### src/verilog/daq_pkg.sv
package daq_pkg;

    // Local bus
    localparam int ABUS_WIDTH = 16;
    localparam int DBUS_WIDTH = 8;
    localparam int LOCAL_ADDR_WIDTH = 8;

    // Address map, every block spans 0x100
    localparam logic [ABUS_WIDTH-1:0] SYS_BASEADDR = 16'h0300;
    localparam logic [ABUS_WIDTH-1:0] PULSE_RST_BASEADDR = 16'h0400;
    localparam logic [ABUS_WIDTH-1:0] CTRL_BASEADDR = 16'h0500;

    // Firmware identification
    localparam logic [DBUS_WIDTH-1:0] VERSION = 8'd1;
    localparam logic [DBUS_WIDTH-1:0] VERSION_MINOR = 8'd0;
    localparam logic [DBUS_WIDTH-1:0] VERSION_MAJOR = 8'd0;
    localparam logic [DBUS_WIDTH-1:0] BOARD_ID = 8'd0;
    localparam logic [DBUS_WIDTH-1:0] PULSE_VERSION = 8'd3;

    // Readout merge
    localparam int N_STREAMS = 3;
    localparam int STREAM_WIDTH = 32;
    localparam int ARB_PTR_WIDTH = $clog2(N_STREAMS);

    // Board control fields
    localparam int SENSE_WIDTH = 4;
    localparam int NTC_MUX_WIDTH = 3;
    localparam int LEMO_MUX_WIDTH = 8;

    localparam int PULSE_CNT_WIDTH = 8;

    // Board control word, seen as two bus bytes or as fields
    typedef union packed {
        logic [1:0][DBUS_WIDTH-1:0] bytes;
        struct packed {
            logic                      ref_sel;
            logic [LEMO_MUX_WIDTH-1:0] lemo_mux;
            logic [NTC_MUX_WIDTH-1:0]  ntc_mux;
            logic [SENSE_WIDTH-1:0]    sense;
        } fields;
    } ctrl_word_t;

endpackage

### src/verilog/board_control.sv
module board_control (
    input  logic                                  i_bus_clk,
    input  logic                                  i_bus_rst,
    input  logic                                  i_rd,
    input  logic                                  i_wr,
    input  logic [daq_pkg::LOCAL_ADDR_WIDTH-1:0]  i_add,
    input  logic [daq_pkg::DBUS_WIDTH-1:0]        i_wdata,
    input  logic [daq_pkg::SENSE_WIDTH-1:0]       i_gpio_sense,
    output logic [daq_pkg::DBUS_WIDTH-1:0]        o_rdata,
    output logic [daq_pkg::LEMO_MUX_WIDTH-1:0]    o_lemo_mux,
    output logic [daq_pkg::NTC_MUX_WIDTH-1:0]     o_ntc_mux,
    output logic                                  o_mgt_ref_sel,
    output logic                                  o_chip_rst_hold
);

    daq_pkg::ctrl_word_t ctrl_q;
    daq_pkg::ctrl_word_t ctrl_next;
    daq_pkg::ctrl_word_t ctrl_view;
    logic                hold_q;

    always_comb begin
        ctrl_next = ctrl_q;
        if (i_wr && i_add == 0) ctrl_next.bytes[0] = i_wdata;
        if (i_wr && i_add == 1) ctrl_next.bytes[1] = i_wdata;
        // Sense bits are board inputs, nothing is stored there
        ctrl_next.fields.sense = '0;
    end

    always_ff @(posedge i_bus_clk) begin
        if (i_bus_rst) begin
            ctrl_q <= '0;
            hold_q <= 1'b0;
        end else begin
            ctrl_q <= ctrl_next;
            if (i_wr && i_add == 2) hold_q <= i_wdata[0];
        end
    end

    // Readback shows live sense inputs
    always_comb begin
        ctrl_view = ctrl_q;
        ctrl_view.fields.sense = i_gpio_sense;
    end

    always_ff @(posedge i_bus_clk) begin
        if (i_rd) begin
            case (i_add)
                0: o_rdata <= ctrl_view.bytes[0];
                1: o_rdata <= ctrl_view.bytes[1];
                2: o_rdata <= {{(daq_pkg::DBUS_WIDTH-1){1'b0}}, hold_q};
                default: o_rdata <= '0;
            endcase
        end
    end

    assign o_lemo_mux      = ctrl_q.fields.lemo_mux;
    assign o_ntc_mux       = ctrl_q.fields.ntc_mux;
    // Stored 0 selects the internal reference clock
    assign o_mgt_ref_sel   = ~ctrl_q.fields.ref_sel;
    assign o_chip_rst_hold = hold_q;

endmodule

### src/verilog/bus_decoder.sv
module bus_decoder (
    input  logic                                  i_bus_clk,
    input  logic                                  i_bus_rst,
    input  logic [daq_pkg::ABUS_WIDTH-1:0]        i_bus_add,
    input  logic                                  i_bus_rd,
    input  logic                                  i_bus_wr,
    input  logic [daq_pkg::DBUS_WIDTH-1:0]        i_sys_rdata,
    input  logic [daq_pkg::DBUS_WIDTH-1:0]        i_ctrl_rdata,
    input  logic [daq_pkg::DBUS_WIDTH-1:0]        i_pulse_rdata,
    output logic                                  o_sys_rd,
    output logic                                  o_sys_wr,
    output logic                                  o_ctrl_rd,
    output logic                                  o_ctrl_wr,
    output logic                                  o_pulse_rd,
    output logic                                  o_pulse_wr,
    output logic [daq_pkg::LOCAL_ADDR_WIDTH-1:0]  o_local_add,
    output logic [daq_pkg::DBUS_WIDTH-1:0]        o_bus_data
);

    localparam int PAGE_LSB = daq_pkg::LOCAL_ADDR_WIDTH;
    localparam int PAGE_MSB = daq_pkg::ABUS_WIDTH - 1;

    logic       sys_hit;
    logic       ctrl_hit;
    logic       pulse_hit;
    logic [2:0] rd_sel_q;

    // Block select from the page bits above the local offset
    assign sys_hit   = i_bus_add[PAGE_MSB:PAGE_LSB] == daq_pkg::SYS_BASEADDR[PAGE_MSB:PAGE_LSB];
    assign ctrl_hit  = i_bus_add[PAGE_MSB:PAGE_LSB] == daq_pkg::CTRL_BASEADDR[PAGE_MSB:PAGE_LSB];
    assign pulse_hit =
        i_bus_add[PAGE_MSB:PAGE_LSB] == daq_pkg::PULSE_RST_BASEADDR[PAGE_MSB:PAGE_LSB];

    assign o_sys_rd   = i_bus_rd & sys_hit;
    assign o_sys_wr   = i_bus_wr & sys_hit;
    assign o_ctrl_rd  = i_bus_rd & ctrl_hit;
    assign o_ctrl_wr  = i_bus_wr & ctrl_hit;
    assign o_pulse_rd = i_bus_rd & pulse_hit;
    assign o_pulse_wr = i_bus_wr & pulse_hit;

    assign o_local_add = i_bus_add[PAGE_LSB-1:0];

    // Remember which block answers the read in the next cycle
    always_ff @(posedge i_bus_clk) begin
        if (i_bus_rst) begin
            rd_sel_q <= '0;
        end else begin
            rd_sel_q <= {o_pulse_rd, o_ctrl_rd, o_sys_rd};
        end
    end

    always_comb begin
        o_bus_data = '0;
        if (rd_sel_q[0]) o_bus_data = i_sys_rdata;
        if (rd_sel_q[1]) o_bus_data = i_ctrl_rdata;
        if (rd_sel_q[2]) o_bus_data = i_pulse_rdata;
    end

    // Bus master must never issue rd and wr together, and pages never overlap
    assert property (@(posedge i_bus_clk) disable iff (i_bus_rst)
        $onehot0({o_sys_rd, o_sys_wr, o_ctrl_rd, o_ctrl_wr, o_pulse_rd, o_pulse_wr}));

endmodule

### src/verilog/daq_core.sv
module daq_core (
    input  logic                                                  i_bus_clk,
    input  logic                                                  i_bus_rst,
    input  logic [daq_pkg::ABUS_WIDTH-1:0]                        i_bus_add,
    input  logic [daq_pkg::DBUS_WIDTH-1:0]                        i_bus_data,
    input  logic                                                  i_bus_rd,
    input  logic                                                  i_bus_wr,
    output logic [daq_pkg::DBUS_WIDTH-1:0]                        o_bus_data,
    input  logic [daq_pkg::SENSE_WIDTH-1:0]                       i_gpio_sense,
    output logic [daq_pkg::LEMO_MUX_WIDTH-1:0]                    o_lemo_mux,
    output logic [daq_pkg::NTC_MUX_WIDTH-1:0]                     o_ntc_mux,
    output logic                                                  o_mgt_ref_sel,
    output logic                                                  o_resetb_ext,
    input  logic [daq_pkg::N_STREAMS-1:0]                         i_stream_valid,
    input  logic [daq_pkg::N_STREAMS*daq_pkg::STREAM_WIDTH-1:0]   i_stream_data,
    output logic [daq_pkg::N_STREAMS-1:0]                         o_stream_read,
    input  logic                                                  i_arb_ready,
    output logic                                                  o_arb_write,
    output logic [daq_pkg::STREAM_WIDTH-1:0]                      o_arb_data
);

    logic                                 sys_rd;
    logic                                 sys_wr;
    logic                                 ctrl_rd;
    logic                                 ctrl_wr;
    logic                                 pulse_rd;
    logic                                 pulse_wr;
    logic [daq_pkg::LOCAL_ADDR_WIDTH-1:0] local_add;
    logic [daq_pkg::DBUS_WIDTH-1:0]       sys_rdata;
    logic [daq_pkg::DBUS_WIDTH-1:0]       ctrl_rdata;
    logic [daq_pkg::DBUS_WIDTH-1:0]       pulse_rdata;
    logic                                 chip_rst_hold;
    logic                                 pulse_start;
    logic                                 pulse_soft_rst;
    logic [daq_pkg::PULSE_CNT_WIDTH-1:0]  pulse_delay;
    logic [daq_pkg::PULSE_CNT_WIDTH-1:0]  pulse_width;
    logic                                 rst_pulse;
    logic                                 pulse_done;

    bus_decoder bus_decoder_i (
        .i_bus_clk(i_bus_clk), .i_bus_rst(i_bus_rst), .i_bus_add(i_bus_add),
        .i_bus_rd(i_bus_rd), .i_bus_wr(i_bus_wr),
        .i_sys_rdata(sys_rdata), .i_ctrl_rdata(ctrl_rdata), .i_pulse_rdata(pulse_rdata),
        .o_sys_rd(sys_rd), .o_sys_wr(sys_wr), .o_ctrl_rd(ctrl_rd), .o_ctrl_wr(ctrl_wr),
        .o_pulse_rd(pulse_rd), .o_pulse_wr(pulse_wr),
        .o_local_add(local_add), .o_bus_data(o_bus_data)
    );

    system_regs system_regs_i (
        .i_bus_clk(i_bus_clk), .i_bus_rst(i_bus_rst), .i_rd(sys_rd), .i_wr(sys_wr),
        .i_add(local_add), .i_wdata(i_bus_data), .o_rdata(sys_rdata)
    );

    board_control board_control_i (
        .i_bus_clk(i_bus_clk), .i_bus_rst(i_bus_rst), .i_rd(ctrl_rd), .i_wr(ctrl_wr),
        .i_add(local_add), .i_wdata(i_bus_data), .i_gpio_sense(i_gpio_sense),
        .o_rdata(ctrl_rdata), .o_lemo_mux(o_lemo_mux), .o_ntc_mux(o_ntc_mux),
        .o_mgt_ref_sel(o_mgt_ref_sel), .o_chip_rst_hold(chip_rst_hold)
    );

    pulse_regs pulse_regs_i (
        .i_bus_clk(i_bus_clk), .i_bus_rst(i_bus_rst), .i_rd(pulse_rd), .i_wr(pulse_wr),
        .i_add(local_add), .i_wdata(i_bus_data), .i_done(pulse_done),
        .o_rdata(pulse_rdata), .o_start(pulse_start), .o_soft_rst(pulse_soft_rst),
        .o_delay(pulse_delay), .o_width(pulse_width)
    );

    pulse_core pulse_core_i (
        .i_bus_clk(i_bus_clk), .i_bus_rst(i_bus_rst), .i_soft_rst(pulse_soft_rst),
        .i_start(pulse_start), .i_delay(pulse_delay), .i_width(pulse_width),
        .o_pulse(rst_pulse), .o_done(pulse_done)
    );

    // Chip reset is active low
    assign o_resetb_ext = ~(rst_pulse | chip_rst_hold);

    readout_arbiter readout_arbiter_i (
        .i_bus_clk(i_bus_clk), .i_bus_rst(i_bus_rst),
        .i_stream_valid(i_stream_valid), .i_stream_data(i_stream_data),
        .i_arb_ready(i_arb_ready), .o_stream_read(o_stream_read),
        .o_arb_write(o_arb_write), .o_arb_data(o_arb_data)
    );

endmodule

### src/verilog/pulse_core.sv
module pulse_core (
    input  logic                                  i_bus_clk,
    input  logic                                  i_bus_rst,
    input  logic                                  i_soft_rst,
    input  logic                                  i_start,
    input  logic [daq_pkg::PULSE_CNT_WIDTH-1:0]   i_delay,
    input  logic [daq_pkg::PULSE_CNT_WIDTH-1:0]   i_width,
    output logic                                  o_pulse,
    output logic                                  o_done
);

    localparam int CW = daq_pkg::PULSE_CNT_WIDTH;

    logic          run_q;
    logic [CW:0]   cnt_q;
    logic [CW:0]   cnt_next;
    logic [CW-1:0] dly_q;
    logic [CW-1:0] wid_q;
    logic [CW-1:0] dly;
    logic [CW:0]   stop;
    logic [CW-1:0] len_q;

    // Cycle number after start, settings taken at the start edge
    assign cnt_next = i_start ? (CW+1)'(1) : cnt_q + 1'b1;
    assign dly      = i_start ? i_delay : dly_q;
    assign stop     = i_start ? {1'b0, i_delay} + {1'b0, i_width}
                              : {1'b0, dly_q} + {1'b0, wid_q};

    always_ff @(posedge i_bus_clk) begin
        if (i_bus_rst || i_soft_rst) begin
            run_q   <= 1'b0;
            o_done  <= 1'b0;
            o_pulse <= 1'b0;
        end else if (i_start || run_q) begin
            // Done appears the cycle after the last pulse cycle
            run_q   <= cnt_next <= stop;
            o_done  <= cnt_next > stop;
            o_pulse <= cnt_next > {1'b0, dly} && cnt_next <= stop;
        end
    end

    always_ff @(posedge i_bus_clk) begin
        cnt_q <= cnt_next;
        if (i_start) begin
            dly_q <= i_delay;
            wid_q <= i_width;
        end
    end

    // Pulse cycles since the last start
    always_ff @(posedge i_bus_clk) begin
        if (i_bus_rst || i_start) begin
            len_q <= '0;
        end else if (o_pulse) begin
            len_q <= len_q + 1'b1;
        end
    end

    assert property (@(posedge i_bus_clk) disable iff (i_bus_rst)
        o_pulse |-> len_q < wid_q);

endmodule

### src/verilog/pulse_regs.sv
module pulse_regs (
    input  logic                                  i_bus_clk,
    input  logic                                  i_bus_rst,
    input  logic                                  i_rd,
    input  logic                                  i_wr,
    input  logic [daq_pkg::LOCAL_ADDR_WIDTH-1:0]  i_add,
    input  logic [daq_pkg::DBUS_WIDTH-1:0]        i_wdata,
    input  logic                                  i_done,
    output logic [daq_pkg::DBUS_WIDTH-1:0]        o_rdata,
    output logic                                  o_start,
    output logic                                  o_soft_rst,
    output logic [daq_pkg::PULSE_CNT_WIDTH-1:0]   o_delay,
    output logic [daq_pkg::PULSE_CNT_WIDTH-1:0]   o_width
);

    logic [daq_pkg::PULSE_CNT_WIDTH-1:0] delay_q;
    logic [daq_pkg::PULSE_CNT_WIDTH-1:0] width_q;

    // Command strobes, write data ignored
    assign o_soft_rst = i_wr && i_add == 0;
    assign o_start    = i_wr && i_add == 1;

    always_ff @(posedge i_bus_clk) begin
        if (i_bus_rst) begin
            delay_q <= '0;
            width_q <= '0;
        end else if (i_wr) begin
            case (i_add)
                3: delay_q <= i_wdata;
                4: width_q <= i_wdata;
                default: begin
                end
            endcase
        end
    end

    always_ff @(posedge i_bus_clk) begin
        if (i_rd) begin
            case (i_add)
                0: o_rdata <= daq_pkg::PULSE_VERSION;
                2: o_rdata <= {{(daq_pkg::DBUS_WIDTH-1){1'b0}}, i_done};
                3: o_rdata <= delay_q;
                4: o_rdata <= width_q;
                default: o_rdata <= '0;
            endcase
        end
    end

    assign o_delay = delay_q;
    assign o_width = width_q;

endmodule

### src/verilog/readout_arbiter.sv
module readout_arbiter (
    input  logic                                                  i_bus_clk,
    input  logic                                                  i_bus_rst,
    input  logic [daq_pkg::N_STREAMS-1:0]                         i_stream_valid,
    input  logic [daq_pkg::N_STREAMS*daq_pkg::STREAM_WIDTH-1:0]   i_stream_data,
    input  logic                                                  i_arb_ready,
    output logic [daq_pkg::N_STREAMS-1:0]                         o_stream_read,
    output logic                                                  o_arb_write,
    output logic [daq_pkg::STREAM_WIDTH-1:0]                      o_arb_data
);

    localparam int N  = daq_pkg::N_STREAMS;
    localparam int PW = daq_pkg::ARB_PTR_WIDTH;

    logic [PW-1:0] last_q;
    logic [PW-1:0] sel;
    logic          found;

    // Search starts one past the last granted stream
    always_comb begin
        int idx;
        o_stream_read = '0;
        sel           = last_q;
        found         = 1'b0;
        for (int k = 1; k <= N; k++) begin
            idx = (int'(last_q) + k) % N;
            if (!found && i_arb_ready && i_stream_valid[idx]) begin
                found              = 1'b1;
                sel                = PW'(idx);
                o_stream_read[idx] = 1'b1;
            end
        end
    end

    assign o_arb_write = found;
    assign o_arb_data  = i_stream_data[sel*daq_pkg::STREAM_WIDTH +: daq_pkg::STREAM_WIDTH];

    // Pointer holds under back-pressure
    always_ff @(posedge i_bus_clk) begin
        if (i_bus_rst) begin
            // First grant after reset goes to stream 0
            last_q <= PW'(N - 1);
        end else if (found) begin
            last_q <= sel;
        end
    end

    assert property (@(posedge i_bus_clk) disable iff (i_bus_rst)
        $onehot0(o_stream_read));

    assert property (@(posedge i_bus_clk) disable iff (i_bus_rst)
        (o_stream_read & ~i_stream_valid) == '0);

    assert property (@(posedge i_bus_clk) disable iff (i_bus_rst)
        o_arb_write |-> i_arb_ready);

endmodule

### src/verilog/system_regs.sv
module system_regs (
    input  logic                                  i_bus_clk,
    input  logic                                  i_bus_rst,
    input  logic                                  i_rd,
    input  logic                                  i_wr,
    input  logic [daq_pkg::LOCAL_ADDR_WIDTH-1:0]  i_add,
    input  logic [daq_pkg::DBUS_WIDTH-1:0]        i_wdata,
    output logic [daq_pkg::DBUS_WIDTH-1:0]        o_rdata
);

    logic clk_configured_q;

    // Set by software once the reference clock is programmed
    always_ff @(posedge i_bus_clk) begin
        if (i_bus_rst) begin
            clk_configured_q <= 1'b0;
        end else if (i_wr) begin
            case (i_add)
                5: clk_configured_q <= i_wdata[0];
                default: begin
                end
            endcase
        end
    end

    // Read byte for the decoder
    always_ff @(posedge i_bus_clk) begin
        if (i_rd) begin
            case (i_add)
                0: o_rdata <= daq_pkg::VERSION;
                1: o_rdata <= daq_pkg::VERSION_MINOR;
                2: o_rdata <= daq_pkg::VERSION_MAJOR;
                3: o_rdata <= daq_pkg::BOARD_ID;
                4: o_rdata <= {{(daq_pkg::DBUS_WIDTH-1){1'b0}}, clk_configured_q};
                default: o_rdata <= '0;
            endcase
        end
    end

endmodule
### config.mk
export PLATFORM = sky130hd
export DESIGN_NAME = daq_core
export DESIGN_NICKNAME = d
export VERILOG_FILES = /design/src/verilog/daq_pkg.sv /design/src/verilog/board_control.sv /design/src/verilog/bus_decoder.sv /design/src/verilog/daq_core.sv /design/src/verilog/pulse_core.sv /design/src/verilog/pulse_regs.sv /design/src/verilog/readout_arbiter.sv /design/src/verilog/system_regs.sv
export SDC_FILE = /design/constraint.sdc
export NUM_CORES = 1
export LEC_CHECK = 0
export BUFFER_PORTS_ARGS = -buffer_cell sky130_fd_sc_hd__clkbuf_2
export CORE_ASPECT_RATIO = 1.2
export CORE_UTILIZATION = 40
export CTS_BUF_LIST = sky130_fd_sc_hd__clkbuf_2
export DETAILED_ROUTE_END_ITERATION = 8
export PLACE_DENSITY = 0.67
export SLEW_MARGIN = 30
export SYNTH_ARGS = -nofsm -noshare
export SYNTH_HDL_FRONTEND = slang
export SYNTH_SLANG_ARGS = --single-unit
export TNS_END_PERCENT = 20
### constraint.sdc
create_clock -name i_bus_clk -period 8.1 [get_ports i_bus_clk]
set_input_delay 1.62 -clock i_bus_clk [delete_from_list [all_inputs] [get_ports i_bus_clk]]
set_output_delay 1.62 -clock i_bus_clk [all_outputs]
set_load 0.1 [all_outputs]
==> After elaboration in Yosys (flattened, before gate mapping) <==
Index checks and enable logic that the tools add are counted.
{ "word_totals": {"out_inout_bits": 57, "reg_bits": 87, "input_bits": 132, "word_cells": 110} }
{ "classes": {"bitwise_logic": 11, "n_shift": 1, "muxes": 33, "n_reduce_logical": 22, "eq_ne": 8, "add_sub_neg": 6, "div": 3, "order_cmp": 9} }
{ "ops": {"columns": ["cell", "count"], "rows": [
  ["$ge 32x1->1 const B", 3],
  ["$lt 32x4->1 const B", 3],
  ["$mod 32x3->32 const B", 3],
  ["$shiftx 96x8->32", 1],
  ["$eq 8x3->1 const B", 4],
  ["$mux 8", 4],
  ["$pmux 8 s4", 1],
  ["$eq 8x2->1 const B", 3],
  ["$pmux 8 s3", 1],
  ["$add 8x8->9", 2],
  ["$mux 9", 2],
  ["$logic_and 1x1->1", 14],
  ["$mux 1", 12],
  ["$add 9x1->9 const B", 1],
  ["$gt 9x8->1", 1],
  ["$gt 9x9->1", 1],
  ["$le 9x9->1", 1],
  ["$mux 3", 3],
  ["$eq 8x1->1 const B", 1],
  ["$logic_not 8->1", 1],
  ["$add 2x2->3 const B", 2],
  ["$and 1x1->1", 6],
  ["$bmux 1 s2", 3],
  ["$demux 1 s2", 3],
  ["other kinds (9)", 17]
]} }

==> Longest topological paths before layout <==
{ "logic_depth": {"word_depth": 16, "depth_mapped": 17, "depth_no_buf": 17} }

==> Modules after synthesis <==
Synthesis repeated with hierarchy kept, for this count alone.
{ "unflattened": {"hier_cells": 630, "hier_area_um2": 6177.2} }
{ "by_module_without_submodules": {"columns": ["mod", "n_inst", "seq_area_each_um2", "area_per_inst_um2", "cells_each"], "rows": [
  ["pulse_core", 1, 640.6, 2098.3, 218],
  ["readout_arbiter", 1, 40.0, 1233.7, 132],
  ["pulse_regs", 1, 560.5, 1114.8, 97],
  ["board_control", 1, 500.5, 1081.0, 96],
  ["bus_decoder", 1, 60.1, 467.9, 67],
  ["system_regs", 1, 50.0, 177.7, 19],
  ["daq_core", 1, 0.0, 3.8, 1]
]} }

==> Least setup slack after synthesis <==
Ideal clock, no wire load.
{ "synth_timing": {"path_type": "input port to output port", "from": "input port i_stream_valid[1] in the netlist's numbering", "to": "output port o_arb_data[0] in the netlist's numbering", "required_time_ns": 6.480, "path_stages": 7, "t_arrival_ns": 4.777, "path_slack_ns": 1.703, "path_buffers": 1, "path_cell_list": "mux2i_1 > o21ai_2 > o31a_1 > o21ba_2 > nand2_1 > clkbuf_1 > o21ai_1"} }
{ "synth_between": {"elab_chain_len": 14, "elab_cells_between_ends": 22} }
{ "synth_rtl": {"columns": ["element", "line", "text"], "rows": [
  ["from (decl)", "daq_core.sv:14", "input logic [daq_pkg::N_STREAMS-1:0] i_stream_valid,"],
  ["$bmux 1 s2", "readout_arbiter.sv:27", "if (!found && i_arb_ready && i_stream_valid[idx]) begin"],
  ["$mux 1 (implied by the code) (2 in series)", "readout_arbiter.sv:27", null],
  ["$logic_and 1x1->1", "readout_arbiter.sv:27", null],
  ["$mux 1", "readout_arbiter.sv:27", null],
  ["$logic_not 1->1", "readout_arbiter.sv:27", null],
  ["$logic_and 1x1->1 (2 in series)", "readout_arbiter.sv:27", null],
  ["$mux 1", "readout_arbiter.sv:27", null],
  ["$logic_not 1->1", "readout_arbiter.sv:27", null],
  ["$logic_and 1x1->1 (2 in series)", "readout_arbiter.sv:27", null],
  ["$mux 2 (*)", "readout_arbiter.sv:27", null],
  ["$shiftx 96x8->32 (*)", "readout_arbiter.sv:36", "assign o_arb_data = i_stream_data[sel*daq_pkg::STREAM_WIDTH +: daq_pkg::STREAM_WIDTH];"],
  ["to (decl)", "daq_core.sv:19", "output logic [daq_pkg::STREAM_WIDTH-1:0] o_arb_data"]
]} }
Every way passes the cells marked *; elsewhere a longest branch is shown, timed or not. The select of a mux whose other input is x is not followed.

==> Final worst setup path <==
{ "layout_timing": {"from": "input port i_stream_valid[1] in the netlist's numbering", "to": "output port o_arb_data[4] in the netlist's numbering"} }
Same word-level chain as after synthesis.

==> summary.txt <==
Placed design
  • Total instance count after detailed placement: between 800 and 900
  • Port Buffers: about 190
  • Total half-perimeter wirelength after legalization and detailed placement: between 10000 and 15000 um
  • Final RePlAce weighted congestion: 0.855

Logic synthesis
  • Syn nets: between 700 and 800
  • Most common library cells after synthesis: sky130_fd_sc_hd__nand2_1, sky130_fd_sc_hd__mux2i_1, sky130_fd_sc_hd__dfxtp_1
  • Post-synthesis register bit count: 80
  • Post-synthesis async set-or-reset flop share: 0%
  • Count of yosys warnings during synthesis: 0
  • Most frequent cell after synthesis: sky130_fd_sc_hd__nand2_1
  • Top post-synthesis cells by area: sky130_fd_sc_hd__dfxtp_1, sky130_fd_sc_hd__edfxtp_1, sky130_fd_sc_hd__mux2i_1
  • Flip-flop cell with the highest count after synthesis: sky130_fd_sc_hd__dfxtp_1
  • Post-synthesis instance total: around 570
  • Mapped Avg Cell Area: 9.16 sq um
  • EDFF count, synth: 25
  • Number of distinct standard cells referenced by the synthesized netlist: between 50 and 60
  • Top-area cell type share of the netlist area: between 20% and 30%
  • Proportion of synthesized chip area in sequential cells: between 30% and 40%
  • Post-synthesis cell type with the largest combined area: sky130_fd_sc_hd__dfxtp_1
  • Cell area after synthesis: 0.00523 sq mm

Setup path
  • Cell with the largest stage delay on the worst path: sky130_fd_sc_hd__mux2i_4
  • Required @ worst endpoint: ~6.5 ns
  • Sort of element at the end of the critical path: output port
  • Startpoint of the lowest-slack register-to-register path: pulse_regs_i.o_width[0]
  • CP delay by family, top: multiplexers
  • Cell-by-cell listing of the critical path: clkbuf_2 -> mux2i_1 -> o21ai_2 -> nor4b_4 -> mux2i_4 -> buf_4 -> mux2i_1 -> o21ai_1 -> clkbuf_2
  • Crit path launch type: input pin
  • Maximum fanout along the worst path: 18
  • Launch point of the worst path: i_stream_valid[1]
  • Worst setup path category: in2out
  • Combined buffer and inverter count along the critical path: 3
  • Max incr delay on CP: about 0.76 ns
  • Data arrival time at the worst-slack endpoint: about 4.6 ns

Timing
  • Number of setup violations in the final report: 0
  • Slew Limit Headroom: a little under half
  • Number of pins exceeding their max-slew limit in the final report: 0
  • Minimum clock period after layout: roughly 6.3 ns
  • Worst Tran Pin Value: around 0.78 ns
  • Setup_tns: 0 ns
  • RSZ-0062 raised after global routing: false
  • Fin crit share: ~77%
  • Worst-case clock skew: 0.0298 ns
  • Max frequency: 160 MHz
  • Final number of hold-violating endpoints: 0

GRT
  • Sum of overflow across all layers after global routing: 0
  • Global router's overall resource usage: roughly 22%
  • Maximum number of pins on one net before global-route repair: 38
  • Global-route wire length before repair: 22900 um
  • Vias in the first global route: ~4700
  • Antenna violations before repair: 1

Clocking
  • CTS tree: yes
  • Setup bufs post-CTS: 0
  • CTS buffer count: 9
  • Post-cts hold buffer count: 0
  • Max Root-Sink Buffers: 2
  • Count of cells resized by post-cts repair: 0
  • Level count of the clock H-tree: 3
  • Reg clk slew, reported paths: between 0.15 and 0.2 ns
  • Clock sink total: 80
  • Later-pin clock latency in the skew report: between 0.5 and 0.6 ns
  • Library cell used as clock root buffer: sky130_fd_sc_hd__clkbuf_2

Floorplanning
  • Number of primary I/O pins: about 190
  • Core box area: ~0.013 sq mm
  • Number of standard-cell rows in the floorplan: 45
  • Die X: around 110 um
  • Die outline area: roughly 0.014 sq mm
  • Die height: ~130 um
  • Starting density of the core: between 40% and 50%

Finish
  • Count of fill cells added during filler insertion: about 1300
  • Nets: slightly above 900
  • Layout cell share with drive strength beyond 1: between 30% and 40%
  • P&R area growth vs syn: 20.9%
  • Final instance count without filler cells: approximately 910

Drt
  • Post-route DRC violation count: 0
  • Ratio of routed vias to standard cells: between 5 and 6
  • Vias after detailed routing: 4787
  • First-pass iteration count of the detailed router: 4
  • Average wire length per cell after detail routing: around 16 um
  • Post-route antenna net violation count: 0
  • Number of DRC markers after the initial detailed-route iteration: 175
  • Routed WL: 14700 um

Flow run
  • MaxCap Viol Count: 0

Min path
  • Launch instance of the worst min-delay path: pulse_core_i.cnt_q[0]
  • Type of the tightest min-delay check: reg2reg

Outcome
  • Outcome: finished, final reports clean

Pwr
  • Total power per unit cell area: approximately 260 mW/mm^2
  • Static Leakage: about 3.2 nW
  • Largest voltage drop on the vdd net: around 0.5 mV
-- registers in the layout, summed over array words and instances, names as in the netlist --
| signal | cells |
|---|---|
| pulse_core_i.dly_q | 8 |
| pulse_core_i.o_pulse | 1 |
| bus_decoder_i.rd_sel_q | 3 |
| system_regs_i.o_rdata | 1 |
| pulse_regs_i.o_delay | 8 |
| pulse_core_i.wid_q | 8 |
| board_control_i.ctrl_q | 12 |
| readout_arbiter_i.last_q | 2 |
| pulse_core_i.run_q | 1 |
| pulse_core_i.cnt_q | 9 |
| pulse_regs_i.o_width | 8 |
| system_regs_i.clk_configured_q | 1 |
| pulse_regs_i.o_rdata | 8 |
| board_control_i.o_chip_rst_hold | 1 |
| board_control_i.o_rdata | 8 |
| pulse_core_i.o_done | 1 |
-- cell usage in the layout, fill, tap and decap left out, drive strengths merged, types with 2 or more instances in the layout --
master | netlist | layout
a211oi | 3 | 3
a21o | 6 | 6
a21oi | 21 | 21
a22o | 19 | 19
and2 | 7 | 7
and4 | 2 | 2
buf | 27 | 5
bufinv | 0 | 2
clkbuf | 12 | 198
clkinv | 0 | 4
dfxtp | 55 | 55
edfxtp | 25 | 25
fa | 2 | 2
ha | 38 | 38
inv | 18 | 18
mux2 | 3 | 3
mux2i | 67 | 67
nand2 | 70 | 70
nand3 | 18 | 18
nand3b | 4 | 4
nand4 | 5 | 5
nor2 | 53 | 53
nor2b | 8 | 8
nor3 | 6 | 6
nor3b | 2 | 2
nor4 | 2 | 2
nor4b | 2 | 2
o211ai | 3 | 3
o21a | 8 | 8
o21ai | 46 | 46
o21bai | 2 | 2
o31ai | 2 | 2
o41a | 2 | 2
or4 | 2 | 2
xnor2 | 10 | 10
xor2 | 9 | 9
-- stage by stage --
stage          setup slack, ns  hold slack [ns]  area [sq um]  power [mW]  utilization [%]
2_1_floorplan             1.70            0.421          5230        1.27                -
3_3_place_gp              1.98            0.440          6170        1.43             48.5
3_5_place_dp              1.85            0.458          6180        1.44             48.6
4_1_cts                   1.86            0.497          6320        1.68             49.7
5_1_grt                   1.68            0.532          6320        1.73             49.7
6_report                  1.85            0.492          6320        1.67             49.7
-- layout make-up --
cell class / count / area [sq um] / area share [%]
clock buffer: 10 / 50.0 / 0.792
multi-input combinational: 434 / 3070 / 48.6
timing repair buffer: 193 / 986 / 15.6
inverter: 18 / 67.6 / 1.07
clock inverter: 6 / 85.1 / 1.35
sequential: 80 / 1850 / 29.3
tap: 164 / 205 / 3.25
antenna: 1 / 2.50 / 0.0396
-- path summary, 6_finish.rpt --
| kind | to | slack, ns | cells after the start |
|---|---|---|---|
| hold / removal | pulse_core_i.cnt_q[0] | 0.49 | 1 |
| hold reg to reg | pulse_core_i.cnt_q[0] | 0.49 | 1 |
| setup / recovery | o_arb_data[4] | 1.85 | 9 |
| setup reg to reg | pulse_core_i.o_pulse | 4.51 | 15 |
-- report_power, final --
part | switching, mW | internal [mW] | total (mW) | leakage (nW)
Sequential | 0.00574 | 0.418 | 0.424 | 0.702
Combinational | 0.812 | 0.194 | 1.01 | 2.37
Clock | 0.139 | 0.103 | 0.241 | 0.0812
Total | 0.957 | 0.714 | 1.67 | 3.16
-- routing by layer --
| layer | share of wire, % | vias up | wire length, um | track usage (%) |
|---|---|---|---|---|
| li1 | - | 2363 | - | - |
| met1 | 41 | 2201 | 6110 | 26.4 |
| met4 | 2.5 | 0 | 363 | 8.82 |
| met5 | 0 | - | 0 | 0 |
| met3 | 6.9 | 28 | 1020 | 4.44 |
| met2 | 49 | 195 | 7240 | 38.2 |
-- logic make-up after synthesis --
| group | share of synthesized area [%] |
|---|---|
| flops | 35.4 |
| mux | 13.7 |
| buf+inv | 5.82 |
| simple gates | 16.9 |
| fa+ha+maj | 9.86 |
| xor+xnor | 3.18 |
| compound gates | 15.1 |
No activity file was read; power rests on OpenSTA's default activity.
